$ cat config.mk
export PLATFORM = sky130hd
export DESIGN_NAME = eth_crc_check
export DESIGN_NICKNAME = d
export VERILOG_FILES = /design/src/logic/eth_crc_pkg.sv /design/src/logic/eth_crc_check.sv
export VERILOG_INCLUDE_DIRS = /design/src /design/src/logic
export SDC_FILE = /design/constraint.sdc
export NUM_CORES = 1
export LEC_CHECK = 0
export BUFFER_PORTS_ARGS = -buffer_cell sky130_fd_sc_hd__buf_4
export CORE_MARGIN = 8
export CORE_UTILIZATION = 50
export CTS_CLUSTER_SIZE = 30
export DETAILED_ROUTE_END_ITERATION = 8
export GPL_ROUTABILITY_DRIVEN = 1
export GPL_TIMING_DRIVEN = 0
export PLACE_DENSITY = 0.67
export SYNTH_ARGS = -nofsm -noshare
export SYNTH_HDL_FRONTEND = slang
export SYNTH_SLANG_ARGS = --single-unit
$ cat constraint.sdc
create_clock -name clk_125 -period 1.85 [get_ports clk_125]
set_input_delay 0.0925 -clock clk_125 [delete_from_list [all_inputs] [get_ports clk_125]]
set_output_delay 0.0925 -clock clk_125 [all_outputs]
set_load 0.02 [all_outputs]
$ cat src/logic/eth_mac_cfg.svh
`ifndef ETH_MAC_CFG_SVH
`define ETH_MAC_CFG_SVH

// Receive frame FIFO size in bytes, power of two and at least 64
`define ETH_FIFO_DEPTH 2048

// Idle cycles between transmitted frames
`define ETH_IFG_BYTES 12

// 0x55 bytes sent ahead of the SFD
`define ETH_PREAMBLE_BYTES 7

// CRC register value after a frame that carries its correct FCS
`define ETH_CRC_RESIDUE 32'hDEBB_20E3

`endif

$ cat src/logic/eth_crc_pkg.sv
package eth_crc_pkg;

    typedef logic [31:0] crc32_t;

    // Reflected form of the 802.3 polynomial
    localparam crc32_t CRC32_POLY = 32'hEDB8_8320;

    // One byte through the CRC, LSB first as on the wire
    function automatic crc32_t crc32_byte(crc32_t crc, logic [7:0] data);
        crc32_t c;
        c = crc ^ {24'h0, data};
        for (int i = 0; i < 8; i++) begin
            if (c[0]) begin
                c = (c >> 1) ^ CRC32_POLY;
            end else begin
                c = c >> 1;
            end
        end
        return c;
    endfunction

endpackage

$ cat src/logic/eth_crc_check.sv
`timescale 1ns/1ps

`include "eth_mac_cfg.svh"

module eth_crc_check import eth_crc_pkg::*; (
    input  logic       clk_125,
    input  logic       reset,
    input  logic [7:0] gmii_rxd,
    input  logic       crc_en,
    input  logic       crc_init,
    output logic       crc_ok
);

    crc32_t crc;
    logic   crc_en_q;

    // Runs over payload and FCS together
    always_ff @(posedge clk_125) begin
        if (crc_init) begin
            crc <= '1;
        end else if (crc_en) begin
            crc <= crc32_byte(crc, gmii_rxd);
        end
    end

    // Result lands in the same cycle as the parser's done strobe
    always_ff @(posedge clk_125) begin
        if (reset) begin
            crc_en_q <= 1'b0;
            crc_ok   <= 1'b0;
        end else begin
            crc_en_q <= crc_en;
            crc_ok   <= crc_en_q && !crc_en && (crc == `ETH_CRC_RESIDUE);
        end
    end

endmodule

==> flow_summary.toml <==
[power]
vdd_drop_max_mv = 0.628
p_leak_nw = 1.14
finalPower_mw = 5.02
p_per_area_nw_per_um2 = 1860
p_switching_mw = 1.74
seq_power_share_pct = 24.8
p_sw_share_pct = 34.6
combPwrFrac_pct = 63.8
p_int_mw = 3.28
power.clock.fraction_pct = 11.4

[floorplanning]
die_h_microns = 82.9
coreArea_sq_um = 4320
io_pins = 13
die_x_microns = 82.9
dieArea_sq_um = 6880
row_count = 24
start_util_pct = 51.8

[drt]
drt-total-wl_microns = 5140
first_pass_iters = 4
initialDrtViolationCount = 161
post_drt_via_cell_ratio = 5.47
ant_nets = 0
vias = 1499
route.detailed.drc = 0
wl_per_cell_microns = 18.8

[placed_design]
dp_cells = 251
port-buffer-count = 11
place.gp.congestion = 0.828
dp_hpwl_microns = 3610
dp_slack_ns = -0.0687
placed_area_sq_um = 2390

[clock_network]
htree_levels = 2
cts_sinks = 34
clockBufferDepth = 2
cts_tree = "yes"
path_clk_slew_ns = 0.07
numCtsBuffers = 5
insertion_delay_ns = 0.29
cts_root_buf = "clkbuf_8"

[setup_path]
r2r-end = "crc[5]"
r2r-start = "crc[1]"
worstSetupStartpointType = "register"
end_kind = "register"
reg2reg_depth = 4
crit_chain = "xnor2_4 > xnor2_4 > xor3_1 > a211o_1"
cp.required_ns = 2.03
critPathMaxStageDelay_ns = 0.42
path_common_cell = "xnor2_4"
rrSetupSlack_ns = 0.04
crit_slowest_cell = "xnor2_4"
crit_type = "register to register"
worstPathMaxFanout = 7
worst_ep_arrival_time_ns = 1.99

[finish]
antennaDiodeCount = 0
multi_input_area_sq_um = 1580
regArea_sq_um = 682
fillCellCount = 351
drive_above_1_share_pct = 23.0
area_delta_synth_final_pct = 20.4
layout_common_cells = "dfxtp_1, xnor2_1, buf_4, a21oi_1"
finish.utilization_pct = 62.4
final_common_cell = "dfxtp_1"
fin_area_sq_um = 2700
finalNetCount = 233
finalNonFillerCells = 274

[yosys]
yosys_warnings = 0
synth_area_leaders = "dfxtp_1, xnor3_1, xnor2_1"
syn-cell-area_sq_um = 2240
avgSynthCellArea_sq_um = 11.9
synth_cell_types = 28
yosysSeqAreaShare_pct = 30.4
syn_inst = 188
ys_seq_elements = 34
syn_nets = 200
synth_top_area_cell = "dfxtp_1"
synth_top_area_share_pct = 30.4

[min_path]
min_from = "crc_init"
holdPathEnd = "crc[17]"
hold_depth = 3
hold_class = "input pin to register"

[sta]
holdWs_ns = 0.134
finalSetupViolations = 0
finalCritPeriodShare_pct = 97.7
fin_skew_ns = 0.0107
final-hold-violation-count = 0
maxSlewViolCount = 0
max_clock_freq_mhz = 553
layout_min_cycle_time_ns = 1.81
fin_setup_tns_ns = 0
worst_slack_ns = 0.0418
worst_pin_slew_ns = 0.553
relSlewSlack_pct = 63.1

[global_route]
grt_max_degree = 11
antenna_found_initial = 0
grt_pass1_wl_microns = 8250
overflow = 0
grt_usage_pct = 15.1
grt_pass1_vias = 1495

[run]
drv_cap = 0

[outcome]
status = "finished clean"
==> per-layer routing <==
metal / global-route usage, % / vias up / wire [microns]
met4: 7.03 / 0 / 156
met5: 0 / - / 0
li1: - / 728 / -
met3: 4.59 / 13 / 205
met2: 23.1 / 30 / 2430
met1: 18.8 / 728 / 2350
==> layout make-up <==
class | count | share of cell area, %
buffer | 9 | 1.81
clock buffer | 7 | 3.20
clock inverter | 1 | 0.186
inverter | 1 | 0.139
multi-input combinational | 144 | 58.7
sequential | 34 | 25.3
tap | 52 | 2.41
timing repair buffer | 26 | 8.26
==> power groups by stage <==
stage               clock, mW  sequential [mW]  combinational (mW)
floorplan                   0             1.17                2.47
global placement            0             1.23                2.86
detailed placement          0             1.24                2.87
CTS                     0.581             1.23                3.03
global route            0.620             1.27                3.42
finish                  0.571             1.24                3.20
==> cell families after synthesis <==
| logic type | synth area share (%) |
|---|---|
| buffers and inverters | 2.35 |
| DFF | 30.4 |
| and+or+nand+nor | 11.4 |
| AOI/OAI and AO/OA | 12.1 |
| xor gates and xnor gates | 43.8 |
==> worst max-delay path by stage <==
stage / startpoint / slack [ns] / cells past startpoint / endpoint
6_report: crc[1] / 0.04 / 4 / crc[5]
5_1_grt: crc[24] / -0.004 / 4 / crc_ok
4_1_cts: crc[0] / -0.009 / 4 / crc[17]
3_5_place_dp: crc[5] / -0.07 / 4 / crc[18]
3_3_place_gp: crc[5] / -0.05 / 4 / crc[18]
2_1_floorplan: crc[0] / 0.19 / 4 / crc[25]
==> state kept, by name (all words and copies together), names as in the netlist <==
| signal | cells |
|---|---|
| crc_en_q | 1 |
| crc | 32 |
| crc_ok | 1 |
==> cell usage after synthesis <==
| master | instances |
|---|---|
| a211o_1 | 12 |
| a21bo_1 | 3 |
| a21oi_1 | 20 |
| buf_1 | 1 |
| clkbuf_1 | 5 |
| dfxtp_1 | 34 |
| dlygate4sd1_1 | 3 |
| inv_2 | 1 |
| nand3_1 | 1 |
| nand3b_1 | 1 |
| nand4b_1 | 4 |
| nor2_1 | 7 |
| nor2b_1 | 12 |
| nor3_1 | 5 |
| nor4_1 | 3 |
| nor4bb_1 | 1 |
| o21ai_1 | 7 |
| or2_1 | 5 |
| or4b_1 | 1 |
| or4bb_1 | 1 |
| xnor2_1 | 24 |
| xnor2_2 | 5 |
| xnor2_4 | 7 |
| xnor3_1 | 11 |
| xnor3_2 | 1 |
| xor2_1 | 5 |
| xor2_2 | 1 |
| xor3_1 | 7 |
==> critical path: cells and delay by family (launching register included) <==
family | cells | cell delay (ns)
DFF | 1 | 0.38
AOI/OAI and AO/OA | 1 | 0.31
xor gates and xnor gates | 3 | 1.01
==> what timing repair did <==
action | CTS | global route
pin swaps | 3 | 6
setup buffers | 5 | 9
hold endpoints to repair | 1 | 0
hold buffers | 1 | 0
gates resized for setup | 3 | 6
cloned | 0 | 0
setup endpoints to repair | 5 | 7
No activity file was read; power rests on OpenSTA's default activity.
