`config.mk`:
```
export PLATFORM = sky130hd
export DESIGN_NAME = eth_rx_parser
export DESIGN_NICKNAME = d
export VERILOG_FILES = /design/src/logic/eth_mac_cfg.svh /design/src/logic/eth_frame_pkg.sv /design/src/logic/eth_rx_parser.sv
export SDC_FILE = /design/constraint.sdc
export NUM_CORES = 1
export LEC_CHECK = 0
export BUFFER_PORTS_ARGS = -buffer_cell sky130_fd_sc_hd__clkbuf_2
export CORE_UTILIZATION = 40
export DETAILED_ROUTE_END_ITERATION = 12
export GPL_TIMING_DRIVEN = 0
export HOLD_SLACK_MARGIN = 0.12
export PLACE_DENSITY = 0.56
export SLEW_MARGIN = 15
export SYNTH_ARGS = -nofsm -noshare
export SYNTH_HDL_FRONTEND = slang
export SYNTH_SLANG_ARGS = --single-unit
```
`constraint.sdc`:
```
create_clock -name clk_125 -period 8.4 [get_ports clk_125]
set_input_delay 1.26 -clock clk_125 [delete_from_list [all_inputs] [get_ports clk_125]]
set_output_delay 1.26 -clock clk_125 [all_outputs]
set_load 0.1 [all_outputs]
```
`src/logic/eth_mac_cfg.svh`:
```
`ifndef ETH_MAC_CFG_SVH
`define ETH_MAC_CFG_SVH

// Receive frame FIFO size in bytes, power of two and at least 64
`define ETH_FIFO_DEPTH 2048

// Idle cycles between transmitted frames
`define ETH_IFG_BYTES 12

// 0x55 bytes sent ahead of the SFD
`define ETH_PREAMBLE_BYTES 7

// CRC register value after a frame that carries its correct FCS
`define ETH_CRC_RESIDUE 32'hDEBB_20E3

`endif

```
`src/logic/eth_frame_pkg.sv`:
```
package eth_frame_pkg;

    // Line bytes around the payload
    localparam logic [7:0] ETH_PRE_BYTE = 8'h55;
    localparam logic [7:0] ETH_SFD_BYTE = 8'hD5;

    // One byte of a stream, last marks the end of the frame
    typedef struct packed {
        logic [7:0] data;
        logic       last;
    } byte_beat_t;

    // End of frame report from the receive parser
    typedef struct packed {
        logic done;
        logic drop;
    } rx_status_t;

    typedef enum logic [1:0] {
        RX_IDLE,
        RX_PREAMBLE,
        RX_PAYLOAD
    } rx_state_t;

    typedef enum logic [2:0] {
        TX_IDLE,
        TX_PREAMBLE,
        TX_SFD,
        TX_DATA,
        TX_FCS,
        TX_GAP
    } tx_state_t;

endpackage

```
`src/logic/eth_rx_parser.sv`:
```
`timescale 1ns/1ps

module eth_rx_parser import eth_frame_pkg::*; (
    input  logic       clk_125,
    input  logic       reset,
    input  logic [7:0] gmii_rxd,
    input  logic       gmii_rx_dv,
    input  logic       gmii_rx_er,
    output byte_beat_t par_beat,
    output logic       par_valid,
    output rx_status_t par_status,
    output logic       crc_en,
    output logic       crc_init
);

    rx_state_t       state;
    logic [2:0]      byte_cnt;
    logic            err_seen;
    logic [4:0][7:0] sr;

    // Checker follows these instead of looking for the SFD itself
    assign crc_init = (state == RX_PREAMBLE) && gmii_rx_dv && (gmii_rxd == ETH_SFD_BYTE);
    assign crc_en   = (state == RX_PAYLOAD) && gmii_rx_dv;

    always_ff @(posedge clk_125) begin
        if (reset) begin
            state      <= RX_IDLE;
            byte_cnt   <= '0;
            err_seen   <= 1'b0;
            par_valid  <= 1'b0;
            par_status <= '0;
        end else begin
            par_valid  <= 1'b0;
            par_status <= '0;
            case (state)
                RX_IDLE: begin
                    if (gmii_rx_dv && gmii_rxd == ETH_PRE_BYTE) begin
                        state    <= RX_PREAMBLE;
                        err_seen <= gmii_rx_er;
                    end
                end
                RX_PREAMBLE: begin
                    if (!gmii_rx_dv) begin
                        state <= RX_IDLE;
                    end else if (crc_init) begin
                        state    <= RX_PAYLOAD;
                        byte_cnt <= '0;
                    end
                    if (gmii_rx_er) begin
                        err_seen <= 1'b1;
                    end
                end
                RX_PAYLOAD: begin
                    if (gmii_rx_dv) begin
                        // Count saturates at the runt limit
                        if (byte_cnt < 3'd5) begin
                            byte_cnt <= byte_cnt + 3'd1;
                        end
                        if (gmii_rx_er) begin
                            err_seen <= 1'b1;
                        end
                        par_valid <= (byte_cnt == 3'd5);
                    end else begin
                        // Oldest held byte is the final payload byte
                        state           <= RX_IDLE;
                        par_valid       <= (byte_cnt == 3'd5);
                        par_status.done <= 1'b1;
                        par_status.drop <= (byte_cnt != 3'd5) || err_seen;
                    end
                end
                default: state <= RX_IDLE;
            endcase
        end
    end

    // Four bytes hold back the FCS, the fifth waits to learn if it is last
    always_ff @(posedge clk_125) begin
        if (crc_en) begin
            sr <= {sr[3:0], gmii_rxd};
        end
        if (state == RX_PAYLOAD) begin
            par_beat.data <= sr[4];
            par_beat.last <= !gmii_rx_dv;
        end
    end

endmodule

```
==> results of run 1 <==
## cells by family after synthesis
logic type / count (synthesis) / synth area share [%]
adders and majority gates: 6 / 3.73
and+or+nand+nor: 22 / 7.08
DFF: 58 / 82.0
muxes: 1 / 0.497
buffers and inverters: 7 / 1.30
AOI/OAI and AO/OA: 16 / 5.40
## report_power, final
group	switching [µW]	internal, µW	leakage (µW)
registers	0.723	309	0.000513
clock network	99.6	133	0.0000906
logic	7.58	6.32	0.000229
total	108	449	0.000833
## registers in the layout, indices dropped and copies added, names as in the netlist
register	count
par_beat	9
err_seen	1
byte_cnt	3
par_status	2
sr	40
state	2
par_valid	1
## synth_stat cells (all sizes together) (2+ instances only)
library cell	instances	area (µm²)
nor2	5	18.8
edfxtp	49	1470
a31oi	2	12.5
nor3	3	15.0
o21ai	4	20.0
dfxtp	9	180
ha	6	75.1
o31a	2	17.5
a21oi	3	15.0
nand4b	2	17.5
inv	6	22.5
nand2b	4	25.0
or4	2	15.0
## layer usage
layer / up-vias / GRT usage [%] / routed length [µm]
met5: - / 0 / 0
met4: 0 / 10.9 / 95
met3: 8 / 5.80 / 158
met2: 29 / 18.9 / 1330
met1: 473 / 13.9 / 1250
li1: 495 / - / -
## worst max-delay path by stage
| stage | startpoint | endpoint | cells past startpoint |
|---|---|---|---|
| after floorplan | gmii_rx_dv | crc_en | 2 |
| after global placement | gmii_rx_dv | crc_en | 4 |
| after detailed placement | gmii_rx_dv | crc_en | 5 |
| after CTS | state[0] | crc_en | 6 |
| after global routing | state[0] | crc_en | 6 |
| final | gmii_rx_dv | crc_en | 5 |
## area by class of cell
class / count / area, µm² / share of cell area [%]
inverter: 6 / 22.5 / 0.930
clock buffer: 11 / 131 / 5.43
tap: 67 / 83.8 / 3.46
buffer: 1 / 3.75 / 0.155
sequential: 58 / 1650 / 68.2
clock inverter: 4 / 43.8 / 1.81
timing repair buffer: 25 / 140 / 5.79
multi-input combinational: 45 / 344 / 14.2
## through the flow
| step | setup slack (ns) | instances |
|---|---|---|
| after floorplan | 2.87 | 110 |
| after global placement | 2.42 | 201 |
| after detailed placement | 4.42 | 202 |
| after CTS | 4.38 | 217 |
| after global routing | 4.22 | 217 |
| final | 4.43 | 217 |
==> summary.md, run 1 <==
| Metric | Value |
|---|---|
| Status | finished clean |
| Worst reg2reg path endpoint | sr[24] |
| Worst r2r path cells | 5 |
| Pin count of the biggest net entering global routing | 30 |
| CP top delay family | buffers and inverters |
| Max Buffers Root-to-Sink | 2 |
| Syn Inst Count | 110 |
| Post-Syn Area per Cell | 18.3 µm² |
| Crit path kind | in -> out |
| Hold EP | sr[39] |
| Share of layout cells above drive strength 1 | 27.3% |
| Worst path slowest cell | clkbuf_2 |
| CP cell instances | clkbuf_2, inv_1, nor2_4, buf_12, clkbuf_2 |
| Part of the cycle the worst path needs | 47.2% |
| Synth Warn # | 0 |
| Util after Layout | 50.6% |
| Routed vias | 1005 |
| Internal reg-to-reg setup slack | 6.23 ns |
| Post-synth EDFFs | 49 |
| CP max stage delay | 0.48 ns |
| Total Routed Length | 2.84 mm |
| First-pass GRT wire length | 4.61 mm |
| Fmax | 0.252 GHz |
| Vias in the first global route | 1022 |
| Final Slew Violations | 0 |
| Critical path startpoint category | input port |
| Sequential fraction of the synthesis area | 82.0% |
| Max capacitance violation total | 0 |
| Total iterations of the first detailed-routing run | 4 |
| Net Count, Synth | 128 |
| DR DRC count | 0 |
| Worst vdd ir | 0.0000910 V |
| Hold_sp | sr[31] |
| DR iter-0 viols | 67 |
| Initial core utilization | 42.1% |
| Die H | 73.0 µm |
| Leading cell type in the layout, fill and taps excluded | edfxtp_1 |
| Pin slew with the least headroom to its limit | 0.557 ns |
| Hpwl dp | 1.86 mm |
| TritonCTS clock tree | done |
| Worst path bufs/invs | 4 |
| I/O Buffers | 24 |
| HP Class | reg -> reg |
| Crit path max fanout | 29 |
| Setup violators final | 0 |
| Total power | 557 µW |
| Total GRT Usage | 12.7% |
| RR Startpoint | state[0] |
| Worst Path Arrival | 2.71 ns |
| Top FF cell, synth | edfxtp_1 |
| Clk root buf | clkbuf_8 |
| WHS Path Cells | 0 |
| Max-Slew Margin vs Limit | 62.9% |
| Antenna viol nets, final | 0 |
| Total congestion overflow | 0 |
| Routability congestion estimate | 0.723 |
| Layout area overhead | 20.2% |
| Leakage power | 0.000833 µW |
| Fin. Hold Viols | 0 |
| CP endpoint kind | output port |
| Resized Gates After CTS | 0 |
| Unrepaired setup endpoints after global routing | no |
| TritonCTS buffer count | 9 |
| Top Ports | 26 |
| Most frequent cells in the layout | edfxtp_1 (49), clkbuf_2 (24), dfxtp_1 (9), clkbuf_8 (9) |
| Antenna cells | 0 |
| Core area | 4790 µm² |
| Count of cell types in the netlist | 26 |
| Final net count | 164 |
| CP dominant cell by count | clkbuf_2 |
| P per Cell Area | 230 nW/µm² |
| Number of core rows | 25 |
| Req. time, crit path | 7.14 ns |
| Skew-Pair Late Insertion Delay | 0.33 ns |
| Fillers | 419 |
| Mapped Area | 2010 µm² |
| Initial antenna violation count | 0 |
| Yosys reg bits | 58 |
| Placed cell areas | 2250 µm² |
| Die Span X | 73.0 µm |
| Setup TNS Final | 0 ns |
| Vias/cell | 4.63 |
| Skew final | 0.00651 ns |
| Clock Pin Slew Worst Setup and Hold Paths | 0.06 ns |
| Wire per inst | 13.1 µm |
| Final Cell Area | 2420 µm² |
| Die footprint | 5320 µm² |
| Setup repair bufs after CTS | 0 |
| Hold-fix buffers at CTS | 0 |
| Async SR Flop Fraction | 0% |
| TritonCTS Sinks | 58 |
| Min Hold Slack | 0.418 ns |
| CTS H-tree lvls | 3 |
| Post-layout min period | 3.97 ns |
Note: power is estimated with default switching activity, not from simulation.
==> run 2, diff against run 1 <==
==> constraint.sdc (replaced) <==
create_clock -name clk_125 -period 4 [get_ports clk_125]
set_input_delay 0.6 -clock clk_125 [delete_from_list [all_inputs] [get_ports clk_125]]
set_output_delay 0.6 -clock clk_125 [all_outputs]
set_load 0.1 [all_outputs]
==> run 2 against run 1 <==
  * Cell area increased by 1.3%
  * Global-route usage decreased by 0.79 points
  * Worst hold slack got worse by 0.0026 ns
  * Power increased by 120%
  * Sequential share of layout area decreased by 0.90 points
  * Final cell count increased by 0.46%
  * Clock-buffer cell count decreased by 2
  * Clock skew decreased by 0.00069 ns
  * Non-clock buffer count unchanged
  * First-iteration DRC count decreased by 48%
  * Combinational power increased by 110%
==> summary.md, run 2 (same netlist as run 1, synthesis figures left out) <==
| Metric | Value |
|---|---|
| Worst vdd ir | 0.000219 V |
| CP endpoint kind | output port |
| P per Cell Area | 504 nW/µm² |
| Critical path startpoint category | flop |
| Top Ports | 26 |
| Most frequent cells in the layout | edfxtp_1 (49), clkbuf_2 (24), dfxtp_1 (9), clkbuf_8 (9) |
| Total iterations of the first detailed-routing run | 4 |
| Pin slew with the least headroom to its limit | 0.565 ns |
| Worst Path Arrival | 2.66 ns |
| Resized Gates After CTS | 0 |
| Met2 Use GR | 16.8% |
| CP cell instances | inv_1, ha_1, inv_1, nor2_4, buf_12, clkbuf_2 |
| DR iter-0 viols | 35 |
| Initial antenna violation count | 0 |
| Leakage power | 0.000844 µW |
| Crit path max fanout | 30 |
| Routability congestion estimate | 0.705 |
| Layout area overhead | 21.8% |
| GRT met1 Usage | 13.3% |
| Setup TNS Final | 0 ns |
| Multi-input logic area | 344 µm² |
| Fmax | 0.307 GHz |
| Skew-Pair Late Insertion Delay | 0.33 ns |
| Die footprint | 5320 µm² |
| Total congestion overflow | 0 |
| Hold-fix buffers at CTS | 0 |
| Antenna viol nets, final | 0 |
| Crit path kind | reg -> out |
| Setup violators final | 0 |
| Fin. Hold Viols | 0 |
| Util after Layout | 51.3% |
| Pin count of the biggest net entering global routing | 31 |
| Largest regs | sr: 40 flops, par_beat: 9 flops, byte_cnt: 3 flops |
| CP dominant cell by count | inv_1 |
| Biggest register | sr |
| Req. time, crit path | 3.40 ns |
| TritonCTS buffer count | 9 |
| Vias/cell | 4.70 |
| Number of core rows | 25 |
| Clk root buf | clkbuf_8 |
| Top Usage Layer GRT | met2 |
| Initial core utilization | 42.1% |
| Part of the cycle the worst path needs | 81.5% |
| Die Span X | 73.0 µm |
| Max Buffers Root-to-Sink | 2 |
| Leading cell type in the layout, fill and taps excluded | edfxtp_1 |
| TritonCTS clock tree | done |
| Skew final | 0.00582 ns |
| TritonCTS Sinks | 58 |
| Status | finished clean |
| Max capacitance violation total | 0 |
| Wire per inst | 12.4 µm |
| Setup repair bufs after CTS | 0 |
| Hpwl dp | 1.72 mm |
| CTS H-tree lvls | 3 |
| Reg area | 1650 µm² |
| Worst path slowest cell | ha_1 |
| Max-Slew Margin vs Limit | 62.4% |
| Total Routed Length | 2.70 mm |
| Post-layout min period | 3.26 ns |
| Clock Pin Slew Worst Setup and Hold Paths | 0.06 ns |
| HP Class | reg -> reg |
| Share of layout cells above drive strength 1 | 27.8% |
| Fillers | 402 |
| First-pass GRT wire length | 4.26 mm |
| I/O Buffers | 24 |
| Die H | 73.0 µm |
| Routed vias | 1025 |
| Vias in the first global route | 932 |
| Total GRT Usage | 12.0% |
| Antenna cells | 0 |
| Unrepaired setup endpoints after global routing | no |
| DR DRC count | 0 |
| CP max stage delay | 0.52 ns |
| M3 GR Usage | 6.22% |
| Final Slew Violations | 0 |
| Max reg flops | 40 |
| Final net count | 164 |
| Core area | 4790 µm² |
run 2: worst max-delay path: cells and delay by family, from the launching register on:
kind	cells	cell delay (ns)
fa+ha+maj	1	0.52
flops	1	0.34
buf+inv	4	1.06
simple gates	1	0.42
run 2: area by class of cell:
cell class	count	share of cell area, %
tap	67	3.42
inverter	6	0.918
clock inverter	7	3.42
buffer	1	0.153
multi-input combinational	45	14.0
sequential	58	67.3
clock buffer	9	5.05
timing repair buffer	25	5.71
run 2: metal layers:
layer,vias to the layer above,wire [µm]
met5,-,0
met4,0,62
met3,6,193
met2,36,1250
met1,481,1190
li1,502,-
run 2: through the flow:
step	cell area, µm²	std cells	hold WS (ns)	worst slack [ns]	total power (µW)
detailed placement	2250	202	0.405	1.07	693
global placement	2220	201	0.400	0.0790	691
CTS	2450	218	0.419	0.697	1260
finish	2450	218	0.415	0.738	1240
global route	2450	218	0.422	0.552	1280
floorplan	2020	110	0.400	0.596	681
run 2: power by group:
part	internal, µW	switching, µW
Clock	343	213
Sequential	649	1.43
Combinational	13.3	16.3
run 2: worst paths after layout:
path | cells past startpoint | startpoint | end | slack, ns
worst min register to register | 0 | sr[22] | sr[30] | 0.42
worst max-delay path | 6 | state[0] | crc_en | 0.74
worst min-delay path | 0 | sr[22] | sr[30] | 0.42
worst max register to register | 5 | state[0] | sr[21] | 1.85
==> run 3, diff against run 2 <==
--- a/config.mk
+++ b/config.mk
@@ -5,6 +5,7 @@
 export SDC_FILE = /design/constraint.sdc
 export NUM_CORES = 1
 export LEC_CHECK = 0
+export ABC_AREA = 1
 export BUFFER_PORTS_ARGS = -buffer_cell sky130_fd_sc_hd__clkbuf_2
 export CORE_UTILIZATION = 40
 export DETAILED_ROUTE_END_ITERATION = 12
==> constraint.sdc (replaced) <==
create_clock -name clk_125 -period 3.3 [get_ports clk_125]
set_input_delay 0.495 -clock clk_125 [delete_from_list [all_inputs] [get_ports clk_125]]
set_output_delay 0.495 -clock clk_125 [all_outputs]
set_load 0.1 [all_outputs]
==> run 3 against run 2 <==
  * Worst setup slack worse by 0.31 ns
  * Via count grew 0.88%
  * First-iteration DRC count is 29% higher
  * Combinational power grew 45%
  * Synthesized cell count is 20% higher
  * Wire length is 0.19% higher
  * Clock skew down 0.0025 ns
  * Highest routed layer unchanged
==> summary.md, run 3 <==
| Metric | Value |
|---|---|
| Sw frac | 20.4% |
| Combinational Power Share | 3.2% |
| Most frequent cells in the layout | edfxtp_1 (49), clkbuf_2 (24), nand2_1 (19) |
| Post-route insts no fill | 238 |
| Leakage power | 0.000878 µW |
| HP Class | in -> reg |
| Hpwl dp | 1.80 mm |
| TritonCTS buffer count | 9 |
| Layout area overhead | 17.7% |
| Largest regs | sr: 40 flops, par_beat: 9 flops, byte_cnt: 3 flops |
| Die H | 73.7 µm |
| Routed vias | 1034 |
| Total GRT Usage | 12.0% |
| Yosys reg bits | 58 |
| Clock power share | 37.5% |
| Post-synth EDFFs | 49 |
| Top cells by area, synth | edfxtp_1 (72%), dfxtp_1 (8.8%), ha_1 (3.7%) |
| Pin count of the biggest net entering global routing | 42 |
| Net Count, Synth | 150 |
| Sequential fraction of the synthesis area | 80.4% |
| Post-layout min period | 2.87 ns |
| Util after Layout | 50.2% |
| Worst Path Arrival | 2.37 ns |
| Skew-Pair Late Insertion Delay | 0.32 ns |
| Fmax | 0.349 GHz |
| Crit path max fanout | 41 |
| Top cell type's share of synthesized area | 71.6% |
| Total congestion overflow | 0 |
| Total iterations of the first detailed-routing run | 4 |
| Core area | 4820 µm² |
| Skew final | 0.00330 ns |
| Initial antenna violation count | 0 |
| Post-Syn Area per Cell | 15.6 µm² |
| Fin. Hold Viols | 0 |
| Vias/cell | 4.34 |
| First-pass GRT wire length | 4.42 mm |
| Crit path kind | reg -> out |
| Biggest register | sr |
| Max capacitance violation total | 0 |
| Setup repair bufs after CTS | 0 |
| P_int | 1060 µW |
| P per Cell Area | 553 nW/µm² |
| Inst Count DP | 224 |
| TritonCTS clock tree | done |
| Clock Pin Slew Worst Setup and Hold Paths | 0.06 ns |
| I/O Buffers | 25 |
| Wire per inst | 11.4 µm |
| Status | finished clean |
| TritonCTS Sinks | 58 |
| Top FF cell, synth | edfxtp_1 |
| Syn Inst Count | 132 |
| Die footprint | 5430 µm² |
| Req. time, crit path | 2.80 ns |
| Setup violators final | 0 |
| Switching pwr | 273 µW |
| Initial core utilization | 42.6% |
| Hold-fix buffers at CTS | 0 |
| Leading area contributor after synthesis | edfxtp_1 |
| Critical path startpoint category | flop |
| Share of layout cells above drive strength 1 | 29.8% |
| Synth Warn # | 0 |
| DR iter-0 viols | 45 |
| Unrepaired setup endpoints after global routing | no |
| Antenna cells | 0 |
| Async SR Flop Fraction | 0% |
| Pin slew with the least headroom to its limit | 0.543 ns |
| CP endpoint kind | output port |
| Routability congestion estimate | 0.844 |
| Antenna viol nets, final | 0 |
| Total Routed Length | 2.70 mm |
| Leading cell type in the layout, fill and taps excluded | edfxtp_1 |
| Clk root buf | clkbuf_8 |
| Top Ports | 26 |
| Top cells by instance count after synthesis | edfxtp_1 (49), nand2_1 (19), inv_1 (14), a21oi_1 (9), dfxtp_1 (9) |
| Max Buffers Root-to-Sink | 2 |
| Worst vdd ir | 0.000293 V |
| Max reg flops | 40 |
| DR DRC count | 0 |
| Total power | 1340 µW |
| Fillers | 433 |
| Final net count | 186 |
| Sequential Power Share | 59.2% |
| Max-Slew Margin vs Limit | 64.0% |
| Mapped Area | 2050 µm² |
| Count of cell types in the netlist | 20 |
| CTS H-tree lvls | 3 |
| Count leader, synth | edfxtp_1 |
| Number of core rows | 25 |
| Vias in the first global route | 1012 |
| Part of the cycle the worst path needs | 86.9% |
| Final Slew Violations | 0 |
| Die Span X | 73.7 µm |
## run 3: logic make-up after synthesis
group                    synth area share, %
AND/OR/NAND/NOR                         9.38
adder cells (fa/ha/maj)                 3.65
flip-flops                              80.4
buffers and inverters                   2.92
AO/OA/AOI/OAI                           3.65
## run 3: timing repair
item,in CTS,in global routing
gates resized for setup,1,2
endpoints found under the setup margin,1,1
hold endpoints to repair,0,0
## run 3: stage by stage
step / setup slack (ns) / instance area (µm²) / setup TNS (ns) / hold WS, ns
finish: 0.432 / 2420 / 0 / 0.367
global route: 0.253 / 2420 / 0 / 0.349
CTS: 0.121 / 2410 / 0 / 0.348
detailed placement: 0.241 / 2260 / 0 / 0.405
floorplan: 0.389 / 2050 / 0 / 0.400
global placement: -0.124 / 2260 / -0.124 / 0.401
## run 3: final timing paths
path                    start  endpoint  slack, ns  cells after the start
setup / recovery     state[0]    crc_en       0.43                      5
hold / removal    gmii_rxd[5]     sr[5]       0.37                      1
setup reg to reg     state[0]    sr[39]       1.40                      4
hold reg to reg        sr[14]    sr[22]       0.42                      0
## run 3: power by group through the flow
stage	combinational (µW)	sequential, µW	clock [µW]
detailed placement	42.9	807	0
floorplan	28.0	806	0
global route	48.9	791	552
finish	43.1	792	501
CTS	43.2	791	519
global placement	40.3	807	0
## run 3: worst max-delay path: stages, from the launching register on
cell	delay (ns)
dfxtp_1	0.33
inv_1	0.11
ha_2	0.39
nand2_1	0.26
inv_4	0.43
buf_2	0.52
## run 3: layout make-up
cell class,count,area (µm²),share of cell area (%)
clock inverter,4,21.3,0.880
multi-input combinational,58,345,14.3
inverter,16,62.6,2.59
tap,67,83.8,3.47
timing repair buffer,25,125,5.18
clock buffer,10,128,5.28
sequential,58,1650,68.3
## run 3: per-layer routing
layer	track usage (%)	wire (µm)
met5	0	0
met4	10.7	73
met3	4.80	111
met2	17.9	1310
met1	13.2	1210
