==> src/logic/eth_mac_cfg.svh <==
`ifndef ETH_MAC_CFG_SVH
`define ETH_MAC_CFG_SVH

// Receive frame FIFO size in bytes, power of two and at least 64
`define ETH_FIFO_DEPTH 2048

// Idle cycles between transmitted frames
`define ETH_IFG_BYTES 12

// 0x55 bytes sent ahead of the SFD
`define ETH_PREAMBLE_BYTES 7

// CRC register value after a frame that carries its correct FCS
`define ETH_CRC_RESIDUE 32'hDEBB_20E3

`endif

==> src/logic/eth_frame_pkg.sv <==
package eth_frame_pkg;

    // Line bytes around the payload
    localparam logic [7:0] ETH_PRE_BYTE = 8'h55;
    localparam logic [7:0] ETH_SFD_BYTE = 8'hD5;

    // One byte of a stream, last marks the end of the frame
    typedef struct packed {
        logic [7:0] data;
        logic       last;
    } byte_beat_t;

    // End of frame report from the receive parser
    typedef struct packed {
        logic done;
        logic drop;
    } rx_status_t;

    typedef enum logic [1:0] {
        RX_IDLE,
        RX_PREAMBLE,
        RX_PAYLOAD
    } rx_state_t;

    typedef enum logic [2:0] {
        TX_IDLE,
        TX_PREAMBLE,
        TX_SFD,
        TX_DATA,
        TX_FCS,
        TX_GAP
    } tx_state_t;

endpackage

==> src/logic/eth_crc_pkg.sv <==
package eth_crc_pkg;

    typedef logic [31:0] crc32_t;

    // Reflected form of the 802.3 polynomial
    localparam crc32_t CRC32_POLY = 32'hEDB8_8320;

    // One byte through the CRC, LSB first as on the wire
    function automatic crc32_t crc32_byte(crc32_t crc, logic [7:0] data);
        crc32_t c;
        c = crc ^ {24'h0, data};
        for (int i = 0; i < 8; i++) begin
            if (c[0]) begin
                c = (c >> 1) ^ CRC32_POLY;
            end else begin
                c = c >> 1;
            end
        end
        return c;
    endfunction

endpackage

==> src/logic/eth_tx_framer.sv <==
`timescale 1ns/1ps

`include "eth_mac_cfg.svh"

module eth_tx_framer import eth_frame_pkg::*, eth_crc_pkg::*; (
    input  logic       clk_125,
    input  logic       reset,
    input  byte_beat_t tx_beat,
    input  logic       tx_tvalid,
    output logic       tx_tready,
    output logic [7:0] gmii_txd,
    output logic       gmii_tx_en
);

    localparam logic [7:0] PRE_LAST = 8'(`ETH_PREAMBLE_BYTES - 1);
    localparam logic [7:0] GAP_LAST = 8'(`ETH_IFG_BYTES - 1);
    localparam logic [7:0] FCS_LAST = 8'd3;

    tx_state_t  state;
    logic [7:0] cnt;
    crc32_t     crc;
    logic       beat_ok;

    assign tx_tready = (state == TX_DATA);
    assign beat_ok   = tx_tready && tx_tvalid;

    // Counter is shared by preamble, FCS and gap
    always_ff @(posedge clk_125) begin
        if (reset) begin
            state      <= TX_IDLE;
            cnt        <= '0;
            gmii_tx_en <= 1'b0;
        end else begin
            case (state)
                TX_IDLE: begin
                    if (tx_tvalid) begin
                        state      <= TX_PREAMBLE;
                        gmii_tx_en <= 1'b1;
                        cnt        <= 8'd1;
                    end
                end
                TX_PREAMBLE: begin
                    cnt <= cnt + 8'd1;
                    if (cnt == PRE_LAST) begin
                        state <= TX_SFD;
                    end
                end
                TX_SFD: state <= TX_DATA;
                TX_DATA: begin
                    if (beat_ok && tx_beat.last) begin
                        state <= TX_FCS;
                        cnt   <= '0;
                    end
                end
                TX_FCS: begin
                    cnt <= cnt + 8'd1;
                    if (cnt == FCS_LAST) begin
                        state <= TX_GAP;
                        cnt   <= '0;
                    end
                end
                TX_GAP: begin
                    gmii_tx_en <= 1'b0;
                    cnt        <= cnt + 8'd1;
                    if (cnt == GAP_LAST) begin
                        state <= TX_IDLE;
                    end
                end
                default: state <= TX_IDLE;
            endcase
        end
    end

    // Wire byte and running CRC
    always_ff @(posedge clk_125) begin
        case (state)
            TX_IDLE, TX_PREAMBLE: gmii_txd <= ETH_PRE_BYTE;
            TX_SFD: begin
                gmii_txd <= ETH_SFD_BYTE;
                crc      <= '1;
            end
            TX_DATA: begin
                if (beat_ok) begin
                    gmii_txd <= tx_beat.data;
                    crc      <= crc32_byte(crc, tx_beat.data);
                end
            end
            TX_FCS: begin
                // Inverted CRC, low byte first
                gmii_txd <= ~crc[7:0];
                crc      <= crc >> 8;
            end
            default: gmii_txd <= 8'h00;
        endcase
    end

endmodule

==> config.mk <==
export PLATFORM = sky130hd
export DESIGN_NAME = eth_tx_framer
export DESIGN_NICKNAME = d
export VERILOG_FILES = /design/src/logic/eth_frame_pkg.sv /design/src/logic/eth_crc_pkg.sv /design/src/logic/eth_tx_framer.sv
export VERILOG_INCLUDE_DIRS = /design/src /design/src/logic
export SDC_FILE = /design/constraint.sdc
export NUM_CORES = 1
export LEC_CHECK = 0
export CORE_MARGIN = 4
export CORE_UTILIZATION = 40
export DETAILED_ROUTE_END_ITERATION = 6
export DONT_BUFFER_PORTS = 1
export PLACE_DENSITY = 0.65
export SYNTH_ARGS = -nofsm -noshare
export SYNTH_HDL_FRONTEND = slang
export SYNTH_SLANG_ARGS = --single-unit
==> constraint.sdc <==
create_clock -name clk_125 -period 7.4 [get_ports clk_125]
set_input_delay 0 -clock clk_125 [delete_from_list [all_inputs] [get_ports clk_125]]
set_output_delay 0 -clock clk_125 [all_outputs]
set_load 0.02 [all_outputs]
==> impl_metrics.env, run 1 <==
export IMPL_outcome="finished clean"
export IMPL_ys_seq_area_share_pct=45.7
export IMPL_critical_path_class="reg -> reg"
export IMPL_fmax_mhz=289
export IMPL_whs_path_depth=2
export IMPL_vias=2260
export IMPL_drtPass1Iterations=4
export IMPL_wire_per_inst_um=15.5
export IMPL_die_y_um=96.8
export IMPL_stdcell_count=423
export IMPL_cts_root_buf="clkbuf_8"
export IMPL_synth_seq_cells=52
export IMPL_grt_setup_unrepaired="false"
export IMPL_regToRegEndpoint="crc[5]"
export IMPL_gp_congestion=0.770
export IMPL_ant_nets=0
export IMPL_seq_area_sq_mm=0.00144
export IMPL_routed_wl_um=6570
export IMPL_leakagePower_uw=0.00108
export IMPL_crit_required_ns=7.46
export IMPL_worstSetupEndpoint="crc[5]"
export IMPL_pwr_share_comb_pct=16.7
export IMPL_antenna_found_initial=0
export IMPL_grt_pass1_wl_um=11000
export IMPL_post_synth_top_count_cell="nor2_1"
export IMPL_area_delta_synth_final_pct=7.45
export IMPL_clockPowerShare_pct=28.4
export IMPL_antenna_cells=0
export IMPL_hold_ws_ns=0.00761
export IMPL_hp_class="in -> reg"
export IMPL_syn_inst=320
export IMPL_core_area_sq_mm=0.00769
export IMPL_ff2ff_path_depth=5
export IMPL_post_route_min_period_ns=3.47
export IMPL_grt_max_degree=35
export IMPL_yosys_top_cells_count="49 x nor2_1, 48 x a21oi_1, 40 x edfxtp_1"
export IMPL_cp_arrival_ns=3.52
export IMPL_powerDensity_mw_per_mm2=170
export IMPL_hpwl_um=4300
export IMPL_io_pins=22
export IMPL_pre_cts_slack_ns=3.91
export IMPL_avgSynthCellArea_sq_um=9.86
export IMPL_fin_crit_sh_pct=46.8
export IMPL_die_x_um=96.8
export IMPL_crit_reg2reg_launch="state[2]"
export IMPL_fillCellCount=735
export IMPL_portBuffers=0
export IMPL_path_max_fanout=34
export IMPL_p_int_uw=423
export IMPL_finalClockSkew_ns=0.0123
export IMPL_start_kind="flip-flop"
export IMPL_p_switching_uw=154
export IMPL_max_slew_margin_rel_pct=20.4
export IMPL_rows=32
export IMPL_end_kind="flip-flop"
export IMPL_drv_slew=0
export IMPL_cts_buffer_depth=2
export IMPL_first_iter_violations=136
export IMPL_initial_core_util_pct=41.1
export IMPL_tightest_slew_ns=1.19
export IMPL_max_cap_violations=0
export IMPL_yosysTopAreaCell="edfxtp_1"
export IMPL_setup_tns_ns=0
export IMPL_swShare_pct=26.7
export IMPL_ff2ff_setup_slack_ns=3.93
export IMPL_synth_top_area_share_pct=38.0
export IMPL_synth_edf_count=40
export IMPL_overflow=0
export IMPL_layout_nets=334
export IMPL_setup_viol=0
export IMPL_cts_tree="built"
export IMPL_dp_cells=408
export IMPL_setup_ws_ns=3.93
export IMPL_drive_gt1_share_pct=8.10
export IMPL_syn_nets=334
export IMPL_clk_insertion_delay_late_ns=0.31
export IMPL_synthTopCellsByArea="edfxtp_1 38%, xnor2_1 8.0%, a21oi_1 7.6%"
export IMPL_async_flop_share_pct=0
export IMPL_cts_htree_levels=2
export IMPL_hold_viol=0
export IMPL_grt_pass1_vias=2115
export IMPL_syn_area_sq_mm=0.00316
export IMPL_track_usage_pct=14.3
export IMPL_viasPerCell=5.34
export IMPL_design_die_area_sq_mm=0.00938
export IMPL_clkTransAtPathRegs_ns=0.10
export IMPL_min_from="tx_beat[3]"
export IMPL_ys_types=40
export IMPL_cts_inserted_buffers=5
export IMPL_p_seq_share_pct=54.9
export IMPL_synthFlopType="edfxtp_1"
export IMPL_cts_sink_count=52
export IMPL_ir_drop_v=0.0000677
export IMPL_startpoint="state[2]"
export IMPL_synth_warnings=0
export IMPL_drcViolationCount=0
export IMPL_multiInputGateArea_sq_mm=0.00164
[per-layer routing]
| metal | up-vias | global-route usage [%] | share of wire (%) |
|---|---|---|---|
| li1 | 1134 | - | - |
| met1 | 1068 | 20.7 | 48 |
| met2 | 52 | 21.9 | 46 |
| met3 | 6 | 3.17 | 4.7 |
| met4 | 0 | 3.56 | 1.1 |
| met5 | - | 0 | 0 |
[per-stage QoR]
| step | utilization [%] | total power [uW] | cell area [sq um] |
|---|---|---|---|
| floorplan | - | 401 | 3160 |
| global placement | 42.1 | 414 | 3240 |
| detailed placement | 42.1 | 415 | 3240 |
| finish | 44.1 | 577 | 3390 |
| CTS | 44.1 | 581 | 3390 |
| global route | 44.1 | 604 | 3390 |
[how the worst min path moves through the flow]
stage / endpoint / slack [ns]
after global routing: gmii_txd[6] / 0.04
final: gmii_txd[2] / 0.008
after floorplan: cnt[6] / 0.07
after global placement: cnt[5] / 0.07
after CTS: gmii_txd[2] / 0.0004
after detailed placement: cnt[4] / 0.07
[registers in the layout (all words and copies together), names as in the netlist]
name / cells
crc: 32
cnt: 8
gmii_txd: 8
state: 3
gmii_tx_en: 1
[layout by cell type, fill, tap and decap left out, types with 4 or more instances in the layout]
cell type	instances
nor3_1	4
edfxtp_1	40
dlygate4sd3_1	7
clkbuf_8	5
xnor2_2	9
a211o_1	7
a21oi_1	48
xnor2_1	29
nand3_1	7
dfxtp_1	12
nor2_1	49
nand2_1	27
o21ai_0	28
inv_1	4
xnor2_4	5
[timing repair]
item                                    4_1_cts  5_1_grt
hold endpoints to repair                     17        0
hold buffers                                  7        0
resized for setup                             0        0
buffers inserted                              0        0
endpoints found under the setup margin        0        0
[logic make-up (layout without fill, tap and decap cells)]
group,count (synthesis),in the layout,synth area share (%)
buf+inv,20,21,2.42
compound gates,100,100,18.0
flops,52,52,45.7
xor+xnor,48,48,20.1
simple gates,98,98,13.1
fa+ha+maj,2,2,0.793
[power groups by stage]
| stage | Sequential, uW | Combinational (uW) | Clock (uW) |
|---|---|---|---|
| after floorplan | 320 | 80.8 | 0 |
| after global placement | 323 | 90.5 | 0 |
| after detailed placement | 324 | 91.4 | 0 |
| after CTS | 317 | 96.7 | 168 |
| after global routing | 317 | 105 | 182 |
| final | 317 | 96.7 | 164 |
[layout make-up]
class                   instances  share of cell area, %
clock buffers                   6                   2.14
clock inverters                 2                  0.332
inverters                       5                  0.553
multi-input cells             248                   48.4
flip-flops and latches         52                   42.5
well taps                     102                   3.76
repair buffers                  8                   2.29
[critical path, cell delays in order (launching register included)]
cell	delay (ns)
dfxtp_1	0.52
inv_1	0.23
nand3_1	0.67
clkinv_1	1.21
a31oi_1	0.46
o211ai_1	0.12
No activity file was read; power rests on OpenSTA's default activity.
==> run 2, diff against run 1 <==
==> constraint.sdc (replaced) <==
create_clock -name clk_125 -period 3.6 [get_ports clk_125]
set_input_delay 0 -clock clk_125 [delete_from_list [all_inputs] [get_ports clk_125]]
set_output_delay 0 -clock clk_125 [all_outputs]
set_load 0.02 [all_outputs]
==> run 2 against run 1 <==
  * First-iteration DRC count is 12% lower
  * Critical path depth is 1 lower
  * Non-clock buffer count is 5 higher
  * Sequential cell count stayed put
==> impl_metrics.env, run 2 (synthesis gave the netlist of run 1 again) <==
export IMPL_outcome="finished clean"
export IMPL_multiInputGateArea_sq_mm=0.00164
export IMPL_fmax_mhz=435
export IMPL_clkTransAtPathRegs_ns=0.09
export IMPL_critical_path_class="reg -> reg"
export IMPL_startpoint="state[0]"
export IMPL_ff2ff_setup_slack_ns=1.30
export IMPL_drtPass1Iterations=4
export IMPL_setup_ws_ns=1.30
export IMPL_ant_nets=0
export IMPL_pre_cts_slack_ns=1.34
export IMPL_max_slew_margin_rel_pct=47.6
export IMPL_drcViolationCount=0
export IMPL_ff2ff_path_depth=4
export IMPL_grt_setup_unrepaired="false"
export IMPL_core_area_sq_mm=0.00769
export IMPL_power_uw=1180
export IMPL_crit_reg2reg_launch="state[0]"
export IMPL_cts_root_buf="clkbuf_8"
export IMPL_largest_reg_flops=32
export IMPL_viasPerCell=5.39
export IMPL_overflow=0
export IMPL_tightest_slew_ns=0.786
export IMPL_track_usage_pct=14.4
export IMPL_portBuffers=0
export IMPL_hp_class="in -> reg"
export IMPL_die_x_um=96.8
export IMPL_regToRegEndpoint="cnt[7]"
export IMPL_cts_tree="built"
export IMPL_drive_gt1_share_pct=9.51
export IMPL_max_cap_violations=0
export IMPL_ir_drop_v=0.000137
export IMPL_cts_setup_buffers=0
export IMPL_gp_congestion=0.788
export IMPL_grt_pass1_vias=2248
export IMPL_setup_viol=0
export IMPL_cts_inserted_buffers=5
export IMPL_antenna_cells=0
export IMPL_worstSetupEndpoint="cnt[7]"
export IMPL_end_kind="flip-flop"
export IMPL_most_common_layout_cells="49 x nor2_1, 48 x a21oi_1, 40 x edfxtp_1"
export IMPL_hpwl_um=4400
export IMPL_top_register="crc"
export IMPL_vias=2309
export IMPL_fin_crit_sh_pct=63.9
export IMPL_layout_nets=339
export IMPL_post_route_min_period_ns=2.30
export IMPL_cts_htree_levels=2
export IMPL_hold_viol=0
export IMPL_first_iter_violations=120
export IMPL_die_y_um=96.8
export IMPL_wire_per_inst_um=15.2
export IMPL_initial_core_util_pct=41.1
export IMPL_crit_required_ns=3.81
export IMPL_min_from="tx_beat[3]"
export IMPL_setup_tns_ns=0
export IMPL_drv_slew=0
export IMPL_finalClockSkew_ns=0.0191
export IMPL_cp_arrival_ns=2.51
export IMPL_utilization_pct=44.6
export IMPL_grt_pass1_wl_um=11200
export IMPL_reg_largest_list="crc: 32 flops, cnt: 8 flops, gmii_txd: 8 flops"
export IMPL_mostFrequentLayoutCell="nor2_1"
export IMPL_powerDensity_mw_per_mm2=345
export IMPL_seq_area_sq_mm=0.00144
export IMPL_start_kind="flip-flop"
export IMPL_cts_buffer_depth=2
export IMPL_leakagePower_uw=0.00111
export IMPL_cts_sink_count=52
export IMPL_fillCellCount=725
export IMPL_antenna_found_initial=0
export IMPL_design_die_area_sq_mm=0.00938
export IMPL_path_max_fanout=19
export IMPL_io_pins=22
export IMPL_clk_insertion_delay_late_ns=0.31
export IMPL_routed_wl_um=6500
export IMPL_rows=32
export IMPL_area_delta_synth_final_pct=8.72
export IMPL_grt_max_degree=35
[run 2: changes by cell type in the layout (fill, tap and decap cells not counted), sizes merged]
cell         change
buf              +4
clkinvlp         -1
inv              +1
dlygate4sd3      +1
[run 2: report_power, final]
group,switching (uW),total (uW),internal (uW)
sequential,11.1,652,641
clock,199,336,137
combinational,101,195,94.2
total,311,1180,872
[run 2: stage by stage]
stage	hold slack, ns	instance area, sq um	std cells
after floorplan	0.0721	3160	320
after global placement	0.0730	3270	412
after detailed placement	0.0728	3270	412
after CTS	0.000666	3430	428
after global routing	0.0293	3430	428
final	0.0154	3430	428
[run 2: critical path: stages (launching register included)]
cell and delay, ns:
dfxtp_1 0.75, inv_1 0.25, a21oi_1 0.68, a41oi_1 0.22, a311oi_1 0.31
[run 2: layout make-up]
| type | count | share of cell area, % |
|---|---|---|
| multi-input cells | 248 | 47.9 |
| flip-flops and latches | 52 | 42.0 |
| well taps | 102 | 3.72 |
| repair buffers | 13 | 3.43 |
| clock buffers | 6 | 2.11 |
| inverters | 5 | 0.547 |
| clock inverters | 2 | 0.328 |
[run 2: worst min path at each step]
stage | end | slack, ns | depth (start not counted)
2_1_floorplan | cnt[6] | 0.07 | 1
3_3_place_gp | cnt[3] | 0.07 | 1
3_5_place_dp | cnt[4] | 0.07 | 1
4_1_cts | gmii_txd[0] | 0.0007 | 2
5_1_grt | gmii_txd[6] | 0.03 | 2
6_report | gmii_txd[2] | 0.02 | 2
[run 2: what timing repair did]
action | CTS | global route
hold buffers | 8 | 0
resized for setup | 0 | 0
hold endpoints to repair | 17 | 0
[run 2: layer usage]
metal,vias up,global-route usage (%),wire (um)
met1,1099,19.4,3080
met5,-,0,0
met2,60,22.7,3030
met4,0,4.54,84
li1,1142,-,-
met3,8,3.89,303
==> run 3, diff against run 2 <==
==> constraint.sdc (replaced) <==
create_clock -name clk_125 -period 2.3 [get_ports clk_125]
set_input_delay 0 -clock clk_125 [delete_from_list [all_inputs] [get_ports clk_125]]
set_output_delay 0 -clock clk_125 [all_outputs]
set_load 0.02 [all_outputs]
==> run 3 against run 2 <==
  * Non-clock buffer count rose by 10
  * Sequential power rose by 55%
  * Sequential cell count did not move
  * Setup slack got worse by 1.2 ns
  * Routed wire length rose by 1.1%
  * Largest power group unchanged
  * Final area rose by 2.9%
==> impl_metrics.env, run 3 (synthesis gave the netlist of run 1 again) <==
export IMPL_pre_cts_slack_ns=0.167
export IMPL_cp_arrival_ns=2.33
export IMPL_drv_slew=0
export IMPL_crit_required_ns=2.48
export IMPL_largest_reg_flops=32
export IMPL_cts_tree="built"
export IMPL_cts_sink_count=52
export IMPL_critical_path_class="reg -> reg"
export IMPL_cts_inserted_buffers=5
export IMPL_grt_max_degree=35
export IMPL_cts_setup_buffers=0
export IMPL_die_x_um=96.8
export IMPL_end_kind="flip-flop"
export IMPL_rows=32
export IMPL_viasPerCell=5.30
export IMPL_die_y_um=96.8
export IMPL_multiInputGateArea_sq_mm=0.00164
export IMPL_setup_tns_ns=0
export IMPL_initial_core_util_pct=41.1
export IMPL_core_area_sq_mm=0.00769
export IMPL_grt_pass1_vias=2101
export IMPL_antenna_cells=0
export IMPL_max_slew_margin_rel_pct=51.8
export IMPL_start_kind="flip-flop"
export IMPL_max_cap_violations=0
export IMPL_grt_setup_unrepaired="false"
export IMPL_track_usage_pct=14.7
export IMPL_setup_viol=0
export IMPL_hp_class="in -> reg"
export IMPL_tightest_slew_ns=0.723
export IMPL_wire_per_inst_um=15.0
export IMPL_outcome="finished clean"
export IMPL_grt_pass1_wl_um=11300
export IMPL_min_from="tx_beat[3]"
export IMPL_post_cts_resized=0
export IMPL_top_register="crc"
export IMPL_powerDensity_mw_per_mm2=539
export IMPL_seq_area_sq_mm=0.00144
export IMPL_vias=2323
export IMPL_hold_viol=0
export IMPL_ir_drop_v=0.000269
export IMPL_area_delta_synth_final_pct=11.9
export IMPL_clkTransAtPathRegs_ns=0.10
export IMPL_most_common_layout_cells="49 x nor2_1, 48 x a21oi_1, 40 x edfxtp_1"
export IMPL_clk_insertion_delay_late_ns=0.31
export IMPL_whs_path_depth=2
export IMPL_leakagePower_uw=0.00116
export IMPL_reg_largest_list="crc: 32 flops, cnt: 8 flops, gmii_txd: 8 flops"
export IMPL_cts_root_buf="clkbuf_8"
export IMPL_finalClockSkew_ns=0.0118
export IMPL_io_pins=22
export IMPL_fin_crit_sh_pct=93.8
export IMPL_antenna_found_initial=0
export IMPL_mostFrequentLayoutCell="nor2_1"
export IMPL_fmax_mhz=464
export IMPL_ff2ff_path_depth=6
export IMPL_setup_ws_ns=0.143
export IMPL_power_uw=1900
export IMPL_design_die_area_sq_mm=0.00938
export IMPL_first_iter_violations=155
export IMPL_ant_nets=0
export IMPL_portBuffers=0
export IMPL_drcViolationCount=0
export IMPL_drtPass1Iterations=4
export IMPL_min_to="gmii_txd[2]"
export IMPL_routed_wl_um=6570
export IMPL_cts_htree_levels=2
export IMPL_layout_nets=349
export IMPL_post_route_min_period_ns=2.16
export IMPL_hold_buffers=9
export IMPL_gp_congestion=0.779
export IMPL_regToRegEndpoint="crc[19]"
export IMPL_crit_reg2reg_launch="crc[6]"
export IMPL_cts_buffer_depth=2
export IMPL_drive_gt1_share_pct=11.9
export IMPL_fillCellCount=732
export IMPL_overflow=0
export IMPL_path_max_fanout=6
export IMPL_hpwl_um=4490
export IMPL_ff2ff_setup_slack_ns=0.14
==> run 3: changes by cell type in the layout (fill, tap and decap cells not counted) <==
cell,before,now
clkinv_2,1,0
dlygate4sd3_1,8,9
buf_12,0,1
buf_4,5,13
clkbuf_8,5,6
==> run 3: how the worst max path moves through the flow <==
stage                     endpoint  startpoint  cells past startpoint  slack, ns
final                      crc[19]      crc[6]                      6       0.14
after global routing       crc[19]      crc[1]                      6       0.03
after CTS                  crc[19]      crc[6]                      6       0.13
after detailed placement   crc[19]      crc[6]                      6       0.17
after global placement     crc[18]      crc[2]                      7       0.20
after floorplan             crc[0]    state[2]                      5       0.08
==> run 3: layer usage <==
layer	GRT usage, %	up-vias	share of wire (%)
li1	-	1163	-
met1	21.9	1109	51
met2	21.7	44	45
met3	3.32	7	3.5
met4	3.67	0	1.1
met5	0	-	0
==> run 3: critical path, stage by stage (launching register included) <==
cell and delay [ns]:
edfxtp_1 0.49, xnor2_4 0.22, xnor2_4 0.38, xnor3_2 0.44, xnor2_1 0.15, a211o_1 0.30
nand2_1 0.06
==> run 3: power breakdown <==
group,switching (uW),internal (uW),total (uW)
Combinational,173,161,334
Clock,310,246,556
Sequential,10.6,1000,1010
==> run 3: area by class of cell <==
cell class	instances	share of cell area (%)
multi-input combinational	248	46.5
sequential	52	40.8
timing repair buffer	23	5.88
tap	102	3.61
clock buffer	7	2.45
inverter	5	0.532
clock inverter	1	0.177
==> run 3: metrics by stage <==
| stage | cells | area, sq um | hold WS (ns) | utilization [%] |
|---|---|---|---|---|
| after CTS | 438 | 3530 | 0.0125 | 45.9 |
| final | 438 | 3530 | 0.0240 | 45.9 |
| after global placement | 421 | 3350 | 0.0715 | 43.6 |
| after detailed placement | 421 | 3350 | 0.0735 | 43.6 |
| after global routing | 438 | 3530 | 0.0490 | 45.9 |
| after floorplan | 320 | 3160 | 0.0721 | - |
